**src/front_end_config.svh**
```systemverilog
`ifndef FRONT_END_CONFIG_SVH
`define FRONT_END_CONFIG_SVH

// ==================================================
// Datapath widths
// ==================================================

// Address and fetch word width
`define FE_XLEN 32

// One RISC-V parcel, the unit of compressed code
`define FE_HALF 16

// ==================================================
// Fetch configuration
// ==================================================

// Instruction buffer depth in entries and always a power of two
`define FE_IBUF_DEPTH 8

// First fetch address after reset
`define FE_RESET_PC 32'h0000_0000

`endif

```
**src/front_end_pkg.sv**
```systemverilog
`include "front_end_config.svh"

package front_end_pkg;

    // Byte address of a fetch or of an instruction
    typedef logic [`FE_XLEN-1:0] addr_t;

    // One 16-bit instruction parcel
    typedef logic [`FE_HALF-1:0] half_t;

    // A fetched memory word
    // The aligner reads it whole for aligned full instructions and
    // as two parcels when it splits compressed or crossing code
    typedef union packed {
        logic [`FE_XLEN-1:0] raw;
        struct packed {
            half_t upper_half;
            half_t lower_half;
        } halves;
    } fetch_word_u;

endpackage : front_end_pkg

```
**src/front_end_if.sv**
```systemverilog
`timescale 1ns/1ps

// Write side of the instruction buffer, driven by the fetch unit
interface ibuf_write_if;
    import front_end_pkg::*;

    logic        push;
    fetch_word_u word;
    addr_t       addr;
    logic        full;
    logic        flush;

    modport producer (output push, output word, output addr, output flush, input full);
    modport consumer (input push, input word, input addr, input flush, output full);

endinterface : ibuf_write_if

// Read side of the instruction buffer, drained by the aligner
interface ibuf_read_if;
    import front_end_pkg::*;

    logic        empty;
    logic        pop;
    fetch_word_u word;
    addr_t       addr;

    // Redirect flush, forwarded so the aligner clears with the buffer
    logic        flush;

    modport producer (output empty, output word, output addr, output flush, input pop);
    modport consumer (input empty, input word, input addr, input flush, output pop);

endinterface : ibuf_read_if

```
**src/fetch_unit.sv**
```systemverilog
`timescale 1ns/1ps
`include "front_end_config.svh"

module fetch_unit (
    input  logic                 clk_i,
    input  logic                 rst_n_i,
    input  logic                 trap_i,
    input  logic                 branch_taken_i,
    input  front_end_pkg::addr_t trap_pc_i,
    input  front_end_pkg::addr_t branch_target_i,
    output logic                 mem_req_o,
    output front_end_pkg::addr_t mem_addr_o,
    input  logic                 mem_ack_i,
    input  logic [`FE_XLEN-1:0]  mem_data_i,
    ibuf_write_if.producer       wr
);
    import front_end_pkg::*;

    localparam logic [1:0] HS_IDLE         = 2'd0;
    localparam logic [1:0] HS_WAIT_ACK     = 2'd1;
    localparam logic [1:0] HS_WAIT_RELEASE = 2'd2;

    logic [1:0] hs_state;
    addr_t      pc;
    addr_t      fetch_addr;
    addr_t      redirect_pc;
    logic       redirect;
    logic       stale;
    logic       halted;
    logic       issue;
    logic       fetch_push;
    logic       misaligned_push;

    // ==================================================
    // Next fetch address
    // ==================================================

    // A trap wins over a resolved branch and both win over sequential fetch
    assign redirect    = trap_i | branch_taken_i;
    assign redirect_pc = trap_i ? trap_pc_i : branch_target_i;

    // Only one handshake is ever open, so a free slot at issue time is
    // still free when the word comes back
    assign issue = (hs_state == HS_IDLE) && !redirect && !halted && !pc[0] && !wr.full;

    assign fetch_push = (hs_state == HS_WAIT_ACK) && mem_ack_i && !stale && !redirect;

    // An odd target never reaches memory and travels as a marker entry
    assign misaligned_push = pc[0] && !halted && !redirect && !wr.full;

    always_ff @(posedge clk_i) begin : program_counter
        if (!rst_n_i) begin
            pc     <= `FE_RESET_PC;
            halted <= 1'b0;
        end else if (redirect) begin
            pc     <= redirect_pc;
            halted <= 1'b0;
        end else if (fetch_push) begin
            pc <= {pc[`FE_XLEN-1:2], 2'b00} + addr_t'(4);
        end else if (misaligned_push) begin
            halted <= 1'b1;
        end
    end : program_counter

    // ==================================================
    // Four-phase memory handshake
    // ==================================================

    always_ff @(posedge clk_i) begin : handshake_fsm
        if (!rst_n_i) begin
            hs_state <= HS_IDLE;
        end else begin
            case (hs_state)
                HS_IDLE: begin
                    if (issue) begin
                        hs_state <= HS_WAIT_ACK;
                    end
                end
                HS_WAIT_ACK: begin
                    if (mem_ack_i) begin
                        hs_state <= HS_WAIT_RELEASE;
                    end
                end
                HS_WAIT_RELEASE: begin
                    if (!mem_ack_i) begin
                        hs_state <= HS_IDLE;
                    end
                end
                default: begin
                    hs_state <= HS_IDLE;
                end
            endcase
        end
    end : handshake_fsm

    // A redirect while waiting turns the pending word into garbage
    always_ff @(posedge clk_i) begin : stale_flag
        if (!rst_n_i) begin
            stale <= 1'b0;
        end else if (issue) begin
            stale <= 1'b0;
        end else if (redirect && (hs_state == HS_WAIT_ACK)) begin
            stale <= 1'b1;
        end
    end : stale_flag

    // Keeps bit 1 of the PC so the buffer entry knows its start parcel
    always_ff @(posedge clk_i) begin
        if (issue) begin
            fetch_addr <= pc;
        end
    end

    assign mem_req_o  = (hs_state == HS_WAIT_ACK);
    assign mem_addr_o = {fetch_addr[`FE_XLEN-1:2], 2'b00};

    assign wr.push  = fetch_push | misaligned_push;
    assign wr.word  = misaligned_push ? fetch_word_u'('0) : fetch_word_u'(mem_data_i);
    assign wr.addr  = misaligned_push ? pc : fetch_addr;
    assign wr.flush = redirect;

    a_req_stable : assert property (@(posedge clk_i) disable iff (!rst_n_i)
        mem_req_o && !mem_ack_i |=> mem_req_o && $stable(mem_addr_o));

    a_no_push_full : assert property (@(posedge clk_i) disable iff (!rst_n_i)
        wr.push |-> !wr.full);

endmodule : fetch_unit

```
**src/instruction_buffer.sv**
```systemverilog
`timescale 1ns/1ps
`include "front_end_config.svh"

module instruction_buffer #(
    parameter int DEPTH = `FE_IBUF_DEPTH
) (
    input logic            clk_i,
    input logic            rst_n_i,
    ibuf_write_if.consumer wr,
    ibuf_read_if.producer  rd
);
    import front_end_pkg::*;

    localparam int               PTR_W      = $clog2(DEPTH);
    localparam logic [PTR_W:0]   FULL_COUNT = (PTR_W + 1)'(DEPTH);

    fetch_word_u      word_mem [DEPTH];
    addr_t            addr_mem [DEPTH];
    logic [PTR_W-1:0] wr_ptr;
    logic [PTR_W-1:0] rd_ptr;
    logic [PTR_W:0]   count;
    logic             do_push;
    logic             do_pop;

    // Flush beats both push and pop on the same edge
    assign do_push = wr.push && !wr.flush;
    assign do_pop  = rd.pop && !wr.flush;

    // The count rule says full means no slot is free. The fetch unit keeps at most
    // one word in flight and opens a handshake only while full is low, so
    // the slot it saw free is still free when the word is pushed
    assign wr.full  = (count == FULL_COUNT);
    assign rd.empty = (count == '0);

    always_ff @(posedge clk_i) begin : pointers
        if (!rst_n_i) begin
            wr_ptr <= '0;
            rd_ptr <= '0;
            count  <= '0;
        end else if (wr.flush) begin
            wr_ptr <= '0;
            rd_ptr <= '0;
            count  <= '0;
        end else begin
            if (do_push) begin
                wr_ptr <= wr_ptr + 1'b1;
            end
            if (do_pop) begin
                rd_ptr <= rd_ptr + 1'b1;
            end
            case ({do_push, do_pop})
                2'b10:   count <= count + 1'b1;
                2'b01:   count <= count - 1'b1;
                default: count <= count;
            endcase
        end
    end : pointers

    always_ff @(posedge clk_i) begin : storage
        if (do_push) begin
            word_mem[wr_ptr] <= wr.word;
            addr_mem[wr_ptr] <= wr.addr;
        end
    end : storage

    // Head entry is visible whenever the buffer is not empty
    assign rd.word  = word_mem[rd_ptr];
    assign rd.addr  = addr_mem[rd_ptr];
    assign rd.flush = wr.flush;

    a_no_overflow : assert property (@(posedge clk_i) disable iff (!rst_n_i)
        do_push && !do_pop |-> !wr.full);

    a_no_underflow : assert property (@(posedge clk_i) disable iff (!rst_n_i)
        rd.pop |-> !rd.empty);

endmodule : instruction_buffer

```
**src/instruction_aligner.sv**
```systemverilog
`timescale 1ns/1ps
`include "front_end_config.svh"

module instruction_aligner (
    input  logic                 clk_i,
    input  logic                 rst_n_i,
    input  logic                 stall_i,
    ibuf_read_if.consumer        rd,
    output logic                 instr_valid_o,
    output logic                 instr_compressed_o,
    output logic                 instr_exception_o,
    output logic [`FE_XLEN-1:0]  instr_o,
    output front_end_pkg::addr_t instr_pc_o
);
    import front_end_pkg::*;

    // Realignment state
    half_t upper_q;
    logic  cross_q;
    logic  sel_upper_q;
    logic  halt_q;

    logic                advance;
    logic                sel_upper;
    half_t               cur_half;
    addr_t               word_pc;
    logic                emit;
    logic                emit_compressed;
    logic                emit_exception;
    logic [`FE_XLEN-1:0] emit_instr;
    addr_t               emit_pc;
    logic                step_pop;
    logic                save_upper;
    logic                next_cross;
    logic                next_sel_upper;

    // Full-length parcels have both low bits set
    function automatic logic is_full_length(input half_t parcel);
        return (parcel[1:0] == 2'b11);
    endfunction

    assign advance = !stall_i && !rd.flush;

    // A redirect to an upper parcel starts with the lower half already spent
    assign sel_upper = sel_upper_q | rd.addr[1];
    assign cur_half  = sel_upper ? rd.word.halves.upper_half : rd.word.halves.lower_half;
    assign word_pc   = {rd.addr[`FE_XLEN-1:2], 2'b00};

    // ==================================================
    // One parcel step per cycle
    // ==================================================

    always_comb begin : step_decode
        emit            = 1'b0;
        emit_compressed = 1'b0;
        emit_exception  = 1'b0;
        emit_instr      = '0;
        emit_pc         = word_pc;
        step_pop        = 1'b0;
        save_upper      = 1'b0;
        next_cross      = cross_q;
        next_sel_upper  = sel_upper_q;

        if (!halt_q && !rd.empty) begin
            if (rd.addr[0]) begin
                // Report an odd target once and then go quiet
                emit           = 1'b1;
                emit_exception = 1'b1;
                emit_pc        = rd.addr;
                step_pop       = 1'b1;
            end else if (cross_q) begin
                // Earlier parcel is the low half of the crossing instruction
                emit           = 1'b1;
                emit_instr     = {rd.word.halves.lower_half, upper_q};
                emit_pc        = word_pc - addr_t'(2);
                next_cross     = 1'b0;
                next_sel_upper = 1'b1;
            end else if (sel_upper) begin
                step_pop       = 1'b1;
                next_sel_upper = 1'b0;
                if (is_full_length(cur_half)) begin
                    save_upper = 1'b1;
                    next_cross = 1'b1;
                end else begin
                    emit            = 1'b1;
                    emit_compressed = 1'b1;
                    emit_instr      = {{(`FE_XLEN - `FE_HALF){1'b0}}, cur_half};
                    emit_pc         = word_pc + addr_t'(2);
                end
            end else if (is_full_length(cur_half)) begin
                emit       = 1'b1;
                emit_instr = rd.word.raw;
                step_pop   = 1'b1;
            end else begin
                emit            = 1'b1;
                emit_compressed = 1'b1;
                emit_instr      = {{(`FE_XLEN - `FE_HALF){1'b0}}, cur_half};
                next_sel_upper  = 1'b1;
            end
        end
    end : step_decode

    assign rd.pop = advance && step_pop;

    always_ff @(posedge clk_i) begin : align_state
        if (!rst_n_i) begin
            cross_q     <= 1'b0;
            sel_upper_q <= 1'b0;
            halt_q      <= 1'b0;
        end else if (rd.flush) begin
            cross_q     <= 1'b0;
            sel_upper_q <= 1'b0;
            halt_q      <= 1'b0;
        end else if (advance) begin
            cross_q     <= next_cross;
            sel_upper_q <= next_sel_upper;
            halt_q      <= halt_q | emit_exception;
        end
    end : align_state

    always_ff @(posedge clk_i) begin
        if (advance && save_upper) begin
            upper_q <= cur_half;
        end
    end

    // ==================================================
    // Output register
    // ==================================================

    always_ff @(posedge clk_i) begin : output_valid
        if (!rst_n_i) begin
            instr_valid_o <= 1'b0;
        end else if (rd.flush) begin
            instr_valid_o <= 1'b0;
        end else if (advance) begin
            instr_valid_o <= emit;
        end
    end : output_valid

    always_ff @(posedge clk_i) begin : output_payload
        if (advance && emit) begin
            instr_o            <= emit_instr;
            instr_pc_o         <= emit_pc;
            instr_compressed_o <= emit_compressed;
            instr_exception_o  <= emit_exception;
        end
    end : output_payload

    a_valid_known : assert property (@(posedge clk_i) disable iff (!rst_n_i)
        !$isunknown(instr_valid_o));

endmodule : instruction_aligner

```
**src/front_end.sv**
```systemverilog
`timescale 1ns/1ps
`include "front_end_config.svh"

module front_end (
    input  logic                 clk_i,
    input  logic                 rst_n_i,

    // Redirects from the back end
    input  logic                 trap_i,
    input  front_end_pkg::addr_t trap_pc_i,
    input  logic                 branch_taken_i,
    input  front_end_pkg::addr_t branch_target_i,

    // Instruction memory, four-phase req/ack
    output logic                 mem_req_o,
    output front_end_pkg::addr_t mem_addr_o,
    input  logic                 mem_ack_i,
    input  logic [`FE_XLEN-1:0]  mem_data_i,

    // Instruction stream to the back end
    input  logic                 stall_i,
    output logic                 instr_valid_o,
    output logic [`FE_XLEN-1:0]  instr_o,
    output front_end_pkg::addr_t instr_pc_o,
    output logic                 instr_compressed_o,
    output logic                 instr_exception_o
);

    ibuf_write_if ibuf_wr ();
    ibuf_read_if  ibuf_rd ();

    fetch_unit i_fetch_unit (
        .clk_i           ( clk_i           ),
        .rst_n_i         ( rst_n_i         ),
        .trap_i          ( trap_i          ),
        .branch_taken_i  ( branch_taken_i  ),
        .trap_pc_i       ( trap_pc_i       ),
        .branch_target_i ( branch_target_i ),
        .mem_req_o       ( mem_req_o       ),
        .mem_addr_o      ( mem_addr_o      ),
        .mem_ack_i       ( mem_ack_i       ),
        .mem_data_i      ( mem_data_i      ),
        .wr              ( ibuf_wr         )
    );

    instruction_buffer #(
        .DEPTH ( `FE_IBUF_DEPTH )
    ) i_instruction_buffer (
        .clk_i   ( clk_i   ),
        .rst_n_i ( rst_n_i ),
        .wr      ( ibuf_wr ),
        .rd      ( ibuf_rd )
    );

    instruction_aligner i_instruction_aligner (
        .clk_i              ( clk_i              ),
        .rst_n_i            ( rst_n_i            ),
        .stall_i            ( stall_i            ),
        .rd                 ( ibuf_rd            ),
        .instr_valid_o      ( instr_valid_o      ),
        .instr_compressed_o ( instr_compressed_o ),
        .instr_exception_o  ( instr_exception_o  ),
        .instr_o            ( instr_o            ),
        .instr_pc_o         ( instr_pc_o         )
    );

endmodule : front_end

```
**config.mk**
```make
export PLATFORM = sky130hd
export DESIGN_NAME = front_end
export DESIGN_NICKNAME = d
export VERILOG_FILES = /design/src/front_end_pkg.sv /design/src/front_end_if.sv /design/src/fetch_unit.sv /design/src/instruction_buffer.sv /design/src/instruction_aligner.sv /design/src/front_end.sv
export VERILOG_INCLUDE_DIRS = /design/src
export SDC_FILE = /design/constraint.sdc
export NUM_CORES = 1
export LEC_CHECK = 0
export BUFFER_PORTS_ARGS = -buffer_cell sky130_fd_sc_hd__buf_2
export CORE_UTILIZATION = 45
export CTS_BUF_LIST = sky130_fd_sc_hd__clkbuf_16
export DETAILED_ROUTE_END_ITERATION = 12
export SLEW_MARGIN = 0
export SYNTH_ARGS = -nofsm -noshare
export SYNTH_HDL_FRONTEND = slang
export SYNTH_SLANG_ARGS = --single-unit
```
**constraint.sdc**
```tcl
create_clock -name clk_i -period 7.05 [get_ports clk_i]
set_clock_uncertainty 0.15 [all_clocks]
set_input_delay 0.3525 -clock clk_i [delete_from_list [all_inputs] [get_ports clk_i]]
set_output_delay 0.3525 -clock clk_i [all_outputs]
set_load 0.01 [all_outputs]
```
==> tab_implementation.tex, run 1 <==
\begin{tabular}{lr}
\hline
Metric & Value \\
\hline
\multicolumn{2}{l}{\textbf{Global route}} \\
\quad Antenna violations before repair & 1 \\
\quad Via count of the first global-routing pass & around 15000 \\
\quad Global-route usage over all layers & 0.209 \\
\quad Residual overflow from global routing & 0 \\
\quad Largest net degree at the start of global routing & 65 \\
\quad Wire length of the first global-routing pass & 96300 um \\
\multicolumn{2}{l}{\textbf{Synthesis}} \\
\quad Share of async-settable or async-resettable flops after synthesis & 0 \\
\quad Post-synthesis sequential area ratio & 0.716 \\
\quad Count of flip-flops with a built-in enable after synthesis & 626 \\
\quad Per-instance average area after synthesis & 17.5 sq um \\
\quad Synth Instances & roughly 1600 \\
\quad Number of warnings reported in the yosys synthesis log & 0 \\
\quad \#FFs+latches synth & roughly 680 \\
\quad Predominant post-synthesis flop cell & sky130\_fd\_sc\_hd\_\_edfxtp\_1 \\
\quad Synth Cell Area & 0.0278 sq mm \\
\quad Unique cell type count in the Yosys netlist & between 60 and 70 \\
\multicolumn{2}{l}{\textbf{Setup path}} \\
\quad Cells traversed along the worst timing path & nor2b\_1 > a22oi\_1 > a21oi\_1 > a21oi\_1 > o21ai\_1 > inv\_1 > ha\_1 > xor2\_1 > ha\_1 > a21oi\_1 > xor2\_1 > or3\_1 > a21oi\_1 \\
\quad Maximum cell stage delay along the critical path & 0.91 ns \\
\quad Library cell contributing the largest single delay on the critical path & sky130\_fd\_sc\_hd\_\_dfxtp\_4 \\
\quad Highest net fanout along the worst path & 52 \\
\quad Worst Path Buf+Inv & 1 \\
\quad Arrival time of data at the critical path endpoint & 5.04 ns \\
\quad Kind of start point of the critical path & flop \\
\quad Crit path required time & 7.42 ns \\
\quad Library cell appearing most often on the critical path & sky130\_fd\_sc\_hd\_\_a21oi\_1 \\
\quad Critical path type & flop to flop \\
\quad Crit. End Element & flop \\
\quad Category of cells accounting for the largest share of critical-path delay & compound AO/OA/AOI/OAI gates \\
\multicolumn{2}{l}{\textbf{Die}} \\
\quad Height of the die & 250 um \\
\quad Die Span X & 250 um \\
\quad Std-Cell Rows & 90 \\
\quad Overall die area & approximately 0.063 sq mm \\
\quad Io pins & 202 \\
\quad Core area & roughly 0.06 sq mm \\
\quad Effective utilization at floorplan & 0.457 \\
\multicolumn{2}{l}{\textbf{STA}} \\
\quad Final Hold Vio Count & 0 \\
\quad Post-route minimum period & about 4.7 ns \\
\quad Headroom to the max-slew limit & 0.0586 \\
\quad Achievable frequency & 214 MHz \\
\quad Total negative setup slack & 0 ns \\
\quad Post-route fraction of the period consumed by the critical path & 0.662 \\
\quad Slew @ Worst Pin & $\sim$1.4 ns \\
\quad Fin. max-slew vios & 0 \\
\quad Endpoints failing setup & 0 \\
\quad RSZ-0062 raised after global routing & no \\
\multicolumn{2}{l}{\textbf{Routing}} \\
\quad Post-DR vias/cell & 5.58 \\
\quad Detailed-route wire length & roughly 65000 um \\
\quad Count of vias placed by the detailed router & 14900 \\
\quad Number of DRC markers after the initial detailed-route iteration & 1004 \\
\quad Iteration count of the initial detailed-routing pass & 4 \\
\quad Average wire per standard cell & 24.4 um \\
\quad Antenna Nets Post-Route & 0 \\
\quad Post-route DRC violation count & 0 \\
\multicolumn{2}{l}{\textbf{Run status}} \\
\quad Outcome & finished clean \\
\multicolumn{2}{l}{\textbf{Clock network}} \\
\quad Number of buffers on the longest clock path & 3 \\
\quad Worst-Skew Late Latency & 0.61 ns \\
\quad Clk root buf & sky130\_fd\_sc\_hd\_\_clkbuf\_16 \\
\quad Reg clk slew, reported paths & 0.06 ns \\
\quad Total of cells resized after clock tree synthesis & 0 \\
\quad Level count of the clock H-tree & 3 \\
\quad Clock tree from TritonCTS & built \\
\quad Sink Count & 679 \\
\quad CTS buffer count & 73 \\
\multicolumn{2}{l}{\textbf{Power}} \\
\quad Power density of the placed cells & 257 mW/mm\^{}2 \\
\quad Static leakage & 10.7 nW \\
\quad VDD IR-drop max & 0.000130 V \\
\multicolumn{2}{l}{\textbf{Layout}} \\
\quad Fillcell total & 4899 \\
\quad Number of non-filler instances in the completed layout & 2672 \\
\quad N\_diodes & 0 \\
\quad Fraction of layout instances using a drive strength above 1 & 0.265 \\
\quad Finished Cell Area & 0.0321 sq mm \\
\quad Syn-to-layout area delta & 15.8\% \\
\quad Final layout net count & 1944 \\
\multicolumn{2}{l}{\textbf{Placement}} \\
\quad Dpl cells & 2487 \\
\quad Total cell area at the placement stage & slightly below 0.03 sq mm \\
\quad HPWL after detailed placement & 40200 um \\
\quad Quantity of I/O buffers inserted on ports & 199 \\
\quad Global placer's final weighted congestion & $\sim$0.87 \\
\multicolumn{2}{l}{\textbf{Hold path}} \\
\quad Worst min-delay path category & primary input to flop \\
\multicolumn{2}{l}{\textbf{Job}} \\
\quad Max-capacitance violation count & 0 \\
\hline
\end{tabular}
-- registers in the layout (all words and copies together) (netlist names), 2 cells and up, named ones only --
register,count
i_instruction_buffer.addr_mem,256
i_fetch_unit.hs_state,2
i_instruction_aligner.upper_q,16
i_instruction_buffer.wr_ptr,3
i_fetch_unit.pc,32
i_fetch_unit.fetch_addr,32
i_instruction_buffer.rd_ptr,3
i_instruction_buffer.count,4
i_instruction_aligner.instr_pc_o,32
i_instruction_buffer.word_mem,256
i_instruction_aligner.instr_o,32
-- report_power, final --
part,internal (mW),total (mW),switching [mW],leakage [nW]
Sequential,4.44,4.47,0.0312,6.16
Clock,2.02,3.54,1.52,1.13
Combinational,0.110,0.268,0.158,3.43
-- area by class of cell --
cell class	count	area [sq um]	area share
tap	782	978	0.0304
clock buffer	74	1850	0.0576
sequential	679	19900	0.618
clock inverter	56	360	0.0112
multi-input combinational	785	7260	0.226
timing repair buffer	282	1770	0.0550
inverter	14	52.6	0.00164
-- worst paths after layout --
| kind | from | end | depth (start not counted) | slack, ns |
|---|---|---|---|---|
| max | flop | i_instruction_buffer.count[2] | 13 | 2.38 |
| max reg2reg | flop | i_instruction_buffer.count[2] | 13 | 2.38 |
| min | branch_target_i[18] | i_fetch_unit.pc[18] | 3 | 0.05 |
| min reg2reg | i_instruction_aligner.sel_upper_q | i_instruction_aligner.sel_upper_q | 2 | 0.32 |
-- placed cells by master (no fill, tap or decap), types with 50 or more instances in the layout --
master / count
sky130_fd_sc_hd__mux2i_1: 95
sky130_fd_sc_hd__dfxtp_1: 50
sky130_fd_sc_hd__buf_2: 199
sky130_fd_sc_hd__clkbuf_16: 74
sky130_fd_sc_hd__nand2_1: 95
sky130_fd_sc_hd__mux4_2: 107
sky130_fd_sc_hd__edfxtp_1: 626
sky130_fd_sc_hd__nor2_1: 62
sky130_fd_sc_hd__dlygate4sd3_1: 55
sky130_fd_sc_hd__a21oi_1: 50
-- synth_stat cells (all sizes together) (3+ instances only) --
cell      n  area, sq um
edfxtp  626        18800
mux4    115         2620
mux2i    99         1010
nand2    96          360
nor2     69          262
buf      63          504
dfxtp    53         1060
a21oi    50          250
clkbuf   44          165
and2     37          231
o22ai    37          231
xor2     36          315
mux2     34          387
o21ai    29          145
nand3    27          140
xnor2    23          201
a22oi    15          113
nand4    14         87.6
inv      12         45.1
nor3     12         71.3
and3      9         56.3
a211oi    8         60.1
ha        7         87.6
and4      6         52.6
nor2b     6         37.5
or2       6         37.5
or3       6         37.5
o31ai     5         37.5
nand2b    4         25.0
o221ai    4         35.0
a221oi    3         38.8
a31oi     3         18.8
nand3b    3         22.5
nor4      3         25.0
-- through the flow --
step	power, mW	worst slack [ns]	util	hold slack [ns]
after floorplan	4.69	0.389	-	0.268
after global placement	4.78	2.51	0.484	0.300
after detailed placement	4.79	2.39	0.484	0.308
after CTS	8.35	2.38	0.530	0.00457
after global routing	8.52	2.11	0.530	0.0407
final	8.27	2.38	0.530	0.0465
-- worst register-to-register path, stage by stage, from the launching register on --
cell and delay (ns):
sky130_fd_sc_hd__dfxtp_4 0.91, sky130_fd_sc_hd__nor2b_1 0.71, sky130_fd_sc_hd__a22oi_1 0.28, sky130_fd_sc_hd__a21oi_1 0.37
sky130_fd_sc_hd__a21oi_1 0.14, sky130_fd_sc_hd__o21ai_1 0.44, sky130_fd_sc_hd__inv_1 0.15, sky130_fd_sc_hd__ha_1 0.31
sky130_fd_sc_hd__xor2_1 0.17, sky130_fd_sc_hd__ha_1 0.19, sky130_fd_sc_hd__a21oi_1 0.15, sky130_fd_sc_hd__xor2_1 0.11
sky130_fd_sc_hd__or3_1 0.34, sky130_fd_sc_hd__a21oi_1 0.16
-- timing repair --
item / CTS / global route
setup endpoints to repair: 0 / 0
hold buffers: 55 / 0
buffers inserted: 0 / 0
endpoints found under the hold margin: 31 / 0
-- routing by layer --
layer	wire length, um	global-route usage
met2	32100	0.348
met4	1790	0.0757
met5	91	0.0108
met3	3180	0.0368
met1	27900	0.274
-- cell families (layout without fill, tap and decap cells) --
| kind of cell | Yosys count | after routing | share of synthesized area |
|---|---|---|---|
| flops | 679 | 679 | 0.716 |
| other cells | 1 | 2 | 0.000135 |
| simple gates | 305 | 305 | 0.0550 |
| buf+inv | 121 | 426 | 0.0260 |
| xor+xnor | 59 | 59 | 0.0186 |
| mux | 248 | 248 | 0.145 |
| fa+ha+maj | 7 | 7 | 0.00316 |
| compound gates | 164 | 164 | 0.0367 |
Note: power is estimated with default switching activity, not from simulation.
==> run 2, diff against run 1 <==
==> constraint.sdc (replaced) <==
create_clock -name clk_i -period 4.28 [get_ports clk_i]
set_clock_uncertainty 0.15 [all_clocks]
set_input_delay 0.214 -clock clk_i [delete_from_list [all_inputs] [get_ports clk_i]]
set_output_delay 0.214 -clock clk_i [all_outputs]
set_load 0.01 [all_outputs]
==> run 2 against run 1 <==
Compared with the run above:
- clock-buffer cell count decreased by 1
- utilization grew 1.2 points
- highest routed layer unchanged
- critical path depth grew 2
- cell count up 2.4%
- routed wire length fell by 2.0%
- design area is 2.3% higher
- clock power grew 66%
- combinational power up 78%
- hold slack improved by 0.0037 ns
==> tab_implementation.tex, run 2 (synthesized netlist as in run 1, its figures left out) <==
\begin{tabular}{lr}
\hline
Metric & Value \\
\hline
\multicolumn{2}{l}{\textbf{Run status}} \\
\quad Outcome & finished clean \\
\multicolumn{2}{l}{\textbf{Layout}} \\
\quad Share of the core filled with cells in the final layout & 0.542 \\
\quad Syn-to-layout area delta & 18.5\% \\
\quad Leading cell types in the layout, fill and taps excluded & sky130\_fd\_sc\_hd\_\_edfxtp\_1, sky130\_fd\_sc\_hd\_\_buf\_2, sky130\_fd\_sc\_hd\_\_mux4\_2, sky130\_fd\_sc\_hd\_\_dlygate4sd3\_1 \\
\quad Largest registers & i\_instruction\_buffer.addr\_mem x256, i\_instruction\_buffer.word\_mem x256 \\
\quad Most frequent standard cell in the layout excluding fill and tap cells & sky130\_fd\_sc\_hd\_\_edfxtp\_1 \\
\quad Fillcell total & 4805 \\
\quad Fraction of layout instances using a drive strength above 1 & 0.260 \\
\quad Number of non-filler instances in the completed layout & 2737 \\
\quad Final layout net count & 2009 \\
\multicolumn{2}{l}{\textbf{Clock network}} \\
\quad Sink Count & 679 \\
\quad Total of cells resized after clock tree synthesis & 0 \\
\quad Post-CTS repair timing setup buffer count & 0 \\
\quad CTS buffer count & 72 \\
\quad Reg clk slew, reported paths & 0.06 ns \\
\quad Level count of the clock H-tree & 3 \\
\quad Worst-Skew Late Latency & 0.59 ns \\
\quad Clk root buf & sky130\_fd\_sc\_hd\_\_clkbuf\_16 \\
\quad Hold-fix buffer count after cts & 102 \\
\quad Number of buffers on the longest clock path & 3 \\
\quad Clock tree from TritonCTS & built \\
\multicolumn{2}{l}{\textbf{Placement}} \\
\quad Global placer's final weighted congestion & 0.813 \\
\quad HPWL after detailed placement & 38700 um \\
\quad Quantity of I/O buffers inserted on ports & a little under 200 \\
\quad Dpl cells & 2506 \\
\multicolumn{2}{l}{\textbf{Die}} \\
\quad Effective utilization at floorplan & 0.457 \\
\quad Core area & 0.0607 sq mm \\
\quad Die Span X & 250 um \\
\quad Overall die area & approximately 0.063 sq mm \\
\quad Height of the die & 250 um \\
\quad Io pins & 202 \\
\quad Std-Cell Rows & 90 \\
\multicolumn{2}{l}{\textbf{STA}} \\
\quad Slew @ Worst Pin & 0.900 ns \\
\quad Achievable frequency & about 270 MHz \\
\quad Fin. max-slew vios & 0 \\
\quad Post-route minimum period & 3.76 ns \\
\quad Total negative setup slack & 0 ns \\
\quad RSZ-0062 raised after global routing & no \\
\quad Post-route fraction of the period consumed by the critical path & 0.878 \\
\quad Endpoints failing setup & 0 \\
\quad Headroom to the max-slew limit & 0.395 \\
\quad Final Hold Vio Count & 0 \\
\multicolumn{2}{l}{\textbf{Job}} \\
\quad Max-capacitance violation count & 0 \\
\multicolumn{2}{l}{\textbf{Routing}} \\
\quad Average wire per standard cell & approximately 23 um \\
\quad Detailed-route wire length & 63800 um \\
\quad Post-DR vias/cell & 5.56 \\
\quad Post-route DRC violation count & 0 \\
\quad Count of vias placed by the detailed router & approximately 15000 \\
\quad Number of DRC markers after the initial detailed-route iteration & 1132 \\
\quad Iteration count of the initial detailed-routing pass & 6 \\
\quad Antenna Nets Post-Route & 0 \\
\multicolumn{2}{l}{\textbf{Global route}} \\
\quad Residual overflow from global routing & 0 \\
\quad Wire length of the first global-routing pass & 95900 um \\
\quad Global-route usage over all layers & 0.206 \\
\quad Largest net degree at the start of global routing & 65 \\
\quad Antenna violations before repair & 4 \\
\quad Via count of the first global-routing pass & between 15000 and 20000 \\
\multicolumn{2}{l}{\textbf{Setup path}} \\
\quad Highest net fanout along the worst path & 16 \\
\quad Register-to-register setup slack & around 0.52 ns \\
\quad Crit Reg-Reg Endpoint & i\_instruction\_buffer.count[2] \\
\quad Kind of start point of the critical path & flop \\
\quad Crit. End Element & flop \\
\quad Crit path required time & 4.64 ns \\
\quad Critical path type & flop to flop \\
\quad Depth of the worst register-to-register path & 15 \\
\quad Arrival time of data at the critical path endpoint & 4.11 ns \\
\quad Worst setup path endpoint & i\_instruction\_buffer.count[2] \\
\multicolumn{2}{l}{\textbf{Power}} \\
\quad VDD IR-drop max & approximately 0.00028 V \\
\quad Power density of the placed cells & 416 mW/mm\^{}2 \\
\quad Static leakage & 11.0 nW \\
\multicolumn{2}{l}{\textbf{Hold path}} \\
\quad Worst min-delay path category & primary input to flop \\
\hline
\end{tabular}
run 2: changes by cell type in the layout (fill, tap and decap cells not counted), moves of 3 or more:
cell	delta
sky130_fd_sc_hd__clkinv_2	-6
sky130_fd_sc_hd__bufinv_16	+3
sky130_fd_sc_hd__inv_6	-3
sky130_fd_sc_hd__buf_12	+9
sky130_fd_sc_hd__inv_1	+5
sky130_fd_sc_hd__buf_4	+10
sky130_fd_sc_hd__dlygate4sd3_1	+47
sky130_fd_sc_hd__clkinv_1	+4
run 2: worst min path at each step:
stage,slack [ns],endpoint,start,cells after the start
2_1_floorplan,0.20,i_fetch_unit.pc[29],trap_pc_i[29],2
3_3_place_gp,0.29,i_fetch_unit.pc[0],trap_pc_i[0],3
3_5_place_dp,0.30,i_fetch_unit.pc[29],trap_pc_i[29],3
4_1_cts,0.02,i_fetch_unit.pc[18],trap_pc_i[18],5
5_1_grt,0.08,i_fetch_unit.pc[20],trap_pc_i[20],5
6_report,0.05,i_fetch_unit.pc[26],trap_pc_i[26],5
run 2: worst max-delay path, stage by stage (launching register included):
cell                      delay, ns
sky130_fd_sc_hd__dfxtp_4       0.55
sky130_fd_sc_hd__buf_4         0.38
sky130_fd_sc_hd__mux2i_1       0.22
sky130_fd_sc_hd__a22oi_1       0.15
sky130_fd_sc_hd__a21oi_1       0.33
sky130_fd_sc_hd__a21oi_1       0.14
sky130_fd_sc_hd__o21ai_1       0.19
sky130_fd_sc_hd__buf_4         0.17
sky130_fd_sc_hd__inv_1         0.06
sky130_fd_sc_hd__ha_1          0.26
sky130_fd_sc_hd__xor2_1        0.16
sky130_fd_sc_hd__ha_1          0.18
sky130_fd_sc_hd__a21oi_1       0.14
sky130_fd_sc_hd__xor2_1        0.10
sky130_fd_sc_hd__or3_1         0.31
sky130_fd_sc_hd__a21oi_1       0.14
run 2: area by class of cell:
type	count	area, sq um	share of cell area
Sequential cell	679	19900	0.604
Multi-Input combinational cell	785	7280	0.221
Timing Repair Buffer	348	2490	0.0759
Clock buffer	73	1830	0.0555
Tap cell	782	978	0.0298
Clock inverter	54	379	0.0115
Inverter	14	52.6	0.00160
Antenna cell	2	5.00	0.000152
run 2: through the flow:
step	setup WS (ns)	hold WS (ns)	instance area [sq um]	power (mW)
after detailed placement	0.505	0.298	29700	7.89
after global placement	0.524	0.291	29700	7.88
after global routing	0.148	0.0799	32900	14.1
after CTS	0.483	0.0215	32900	13.8
after floorplan	-0.554	0.195	27800	7.73
final	0.523	0.0502	32900	13.7
run 2: report_power, final:
group | internal (mW) | switching (mW)
Clock | 3.44 | 2.42
Combinational | 0.213 | 0.263
Sequential | 7.31 | 0.0524
run 2: metal layers:
metal  up-vias  global-route usage  part of all wire
met5         -                   0           0.00020
li1       6887                   -                 -
met2       497               0.346              0.49
met4         2              0.0680             0.025
met3        95              0.0297             0.055
met1      7743               0.278              0.43
==> run 3, diff against run 2 <==
==> constraint.sdc (replaced) <==
create_clock -name clk_i -period 4.28 [get_ports clk_i]
set_clock_uncertainty 0.15 [all_clocks]
set_input_delay 0.428 -clock clk_i [delete_from_list [all_inputs] [get_ports clk_i]]
set_output_delay 0.428 -clock clk_i [all_outputs]
set_load 0.01 [all_outputs]
==> run 3 against run 2 <==
Compared with the run above:
- sequential cell count is the same
- clock power grew 1%
- sequential share of layout area grew 1.2 points
- routed wire length shrank 2.0%
- clock-buffer cell count grew 4
- combinational power shrank 12%
- critical path depth shrank 1
- die area is the same
- register-to-register slack gained 0.03 ns
==> tab_implementation.tex, run 3 (synthesized netlist as in run 1, its figures left out) <==
\begin{tabular}{lr}
\hline
Metric & Value \\
\hline
\multicolumn{2}{l}{\textbf{Run status}} \\
\quad Outcome & finished clean \\
\multicolumn{2}{l}{\textbf{Die}} \\
\quad Overall die area & approximately 0.063 sq mm \\
\quad Effective utilization at floorplan & 0.457 \\
\quad Die Span X & 250 um \\
\quad Height of the die & 250 um \\
\quad Core area & 0.0607 sq mm \\
\quad Std-Cell Rows & 90 \\
\quad Io pins & around 200 \\
\multicolumn{2}{l}{\textbf{Routing}} \\
\quad Post-route DRC violation count & 0 \\
\quad Detailed-route wire length & 62500 um \\
\quad Average wire per standard cell & 23.4 um \\
\quad Count of vias placed by the detailed router & 14900 \\
\quad Iteration count of the initial detailed-routing pass & 6 \\
\quad Post-DR vias/cell & around 5.6 \\
\quad Number of DRC markers after the initial detailed-route iteration & 1009 \\
\quad Antenna Nets Post-Route & 0 \\
\multicolumn{2}{l}{\textbf{Setup path}} \\
\quad Crit. End Element & flop \\
\quad Critical path type & flop to flop \\
\quad Crit path required time & approximately 4.7 ns \\
\quad Arrival time of data at the critical path endpoint & 4.10 ns \\
\quad Highest net fanout along the worst path & 23 \\
\quad Kind of start point of the critical path & flop \\
\multicolumn{2}{l}{\textbf{STA}} \\
\quad Post-route fraction of the period consumed by the critical path & 0.871 \\
\quad Post-route minimum period & 3.73 ns \\
\quad Endpoints failing setup & 0 \\
\quad Headroom to the max-slew limit & 0.412 \\
\quad Smallest hold slack & 0.0495 ns \\
\quad Post-route worst setup slack & 0.552 ns \\
\quad RSZ-0062 raised after global routing & no \\
\quad Final Hold Vio Count & 0 \\
\quad Slew @ Worst Pin & roughly 0.87 ns \\
\quad Fin. max-slew vios & 0 \\
\quad Achievable frequency & 268 MHz \\
\multicolumn{2}{l}{\textbf{Layout}} \\
\quad Share of the core filled with cells in the final layout & 0.531 \\
\quad Fraction of layout instances using a drive strength above 1 & 0.277 \\
\quad Leading cell types in the layout, fill and taps excluded & sky130\_fd\_sc\_hd\_\_edfxtp\_1, sky130\_fd\_sc\_hd\_\_buf\_2, sky130\_fd\_sc\_hd\_\_mux4\_2, sky130\_fd\_sc\_hd\_\_mux2i\_1, sky130\_fd\_sc\_hd\_\_nand2\_1 \\
\quad N\_diodes & 0 \\
\quad Finished Cell Area & 0.0322 sq mm \\
\quad Most frequent standard cell in the layout excluding fill and tap cells & sky130\_fd\_sc\_hd\_\_edfxtp\_1 \\
\quad Largest registers & i\_instruction\_buffer.addr\_mem x256, i\_instruction\_buffer.word\_mem x256 \\
\quad Final layout net count & slightly below 2000 \\
\quad Syn-to-layout area delta & 16.1\% \\
\multicolumn{2}{l}{\textbf{Global route}} \\
\quad Global-route usage over all layers & 0.203 \\
\quad Residual overflow from global routing & 0 \\
\quad Wire length of the first global-routing pass & roughly 94000 um \\
\quad Via count of the first global-routing pass & 15300 \\
\quad Antenna violations before repair & 1 \\
\quad Largest net degree at the start of global routing & 57 \\
\multicolumn{2}{l}{\textbf{Clock network}} \\
\quad Worst-Skew Late Latency & about 0.60 ns \\
\quad Reg clk slew, reported paths & 0.06 ns \\
\quad CTS buffer count & between 70 and 80 \\
\quad Number of buffers on the longest clock path & 3 \\
\quad Clk root buf & sky130\_fd\_sc\_hd\_\_clkbuf\_16 \\
\quad Total of cells resized after clock tree synthesis & 0 \\
\quad Sink Count & 679 \\
\quad Level count of the clock H-tree & 3 \\
\quad Clock tree from TritonCTS & built \\
\multicolumn{2}{l}{\textbf{Placement}} \\
\quad Placement-stage worst setup slack & 0.578 ns \\
\quad HPWL after detailed placement & approximately 39000 um \\
\quad Quantity of I/O buffers inserted on ports & 199 \\
\quad Global placer's final weighted congestion & around 0.85 \\
\quad Total cell area at the placement stage & 0.0296 sq mm \\
\multicolumn{2}{l}{\textbf{Power}} \\
\quad Power density of the placed cells & 426 mW/mm\^{}2 \\
\quad VDD IR-drop max & 0.000297 V \\
\quad Final Total Pwr & 13.7 mW \\
\quad Static leakage & about 11 nW \\
\multicolumn{2}{l}{\textbf{Job}} \\
\quad Max-capacitance violation count & 0 \\
\multicolumn{2}{l}{\textbf{Hold path}} \\
\quad Worst min-delay path category & primary input to flop \\
\hline
\end{tabular}
-- run 3: cell types whose count changed in the layout (fill, tap and decap cells not counted), sizes merged, moves of 2 or more --
cell / delta
diode: -2
dlygate4sd3: -68
clkinvlp: -2
clkbuf: +4
buf: +5
bufinv: -2
-- run 3: layout make-up --
cell class,instances,area (sq um)
clock buffers,77,1930
multi-input cells,785,7280
flip-flops and latches,679,19900
well taps,782,978
inverters,14,52.6
repair buffers,285,1790
clock inverters,50,338
fillers,4876,28500
-- run 3: critical path, cell delays in order, from the launching register on --
cell and delay [ns]:
sky130_fd_sc_hd__dfxtp_4 0.61, sky130_fd_sc_hd__mux4_2 0.55, sky130_fd_sc_hd__mux2i_1 0.33, sky130_fd_sc_hd__or2_1 0.18, sky130_fd_sc_hd__a21oi_1 0.08, sky130_fd_sc_hd__o21ai_1 0.20, sky130_fd_sc_hd__buf_4 0.18, sky130_fd_sc_hd__inv_1 0.07
sky130_fd_sc_hd__ha_1 0.26, sky130_fd_sc_hd__xor2_1 0.17, sky130_fd_sc_hd__ha_1 0.18, sky130_fd_sc_hd__a21oi_1 0.14, sky130_fd_sc_hd__xor2_1 0.09, sky130_fd_sc_hd__or3_1 0.31, sky130_fd_sc_hd__a21oi_1 0.14
-- run 3: timing repair --
item | CTS | global route
hold buffers | 34 | 0
hold endpoints to repair | 24 | 0
setup endpoints to repair | 0 | 0
buffers inserted | 0 | 0
-- run 3: power breakdown --
part | total, mW | internal, mW | switching (mW)
registers | 7.36 | 7.31 | 0.0523
logic | 0.421 | 0.170 | 0.251
clock network | 5.94 | 3.48 | 2.46
-- run 3: through the flow --
stage | cells | setup TNS, ns
finish | 2672 | 0
global route | 2672 | 0
CTS | 2672 | 0
detailed placement | 2511 | 0
global placement | 2511 | 0
floorplan | 1585 | -243.74
-- run 3: metal layers --
layer	track usage	share of wire	vias to the layer above
li1	-	-	6751
met1	0.268	0.42	7593
met2	0.338	0.50	446
met3	0.0376	0.053	105
met4	0.0670	0.028	2
met5	0	0.00021	-
-- run 3: worst paths after layout --
kind | start | to | slack [ns] | cells after the start
max | flop | i_instruction_buffer.count[2] | 0.55 | 14
min reg2reg | i_fetch_unit.halted | i_fetch_unit.halted | 0.33 | 2
max reg2reg | flop | i_instruction_buffer.count[2] | 0.55 | 14
min | branch_target_i[5] | i_fetch_unit.pc[5] | 0.05 | 5
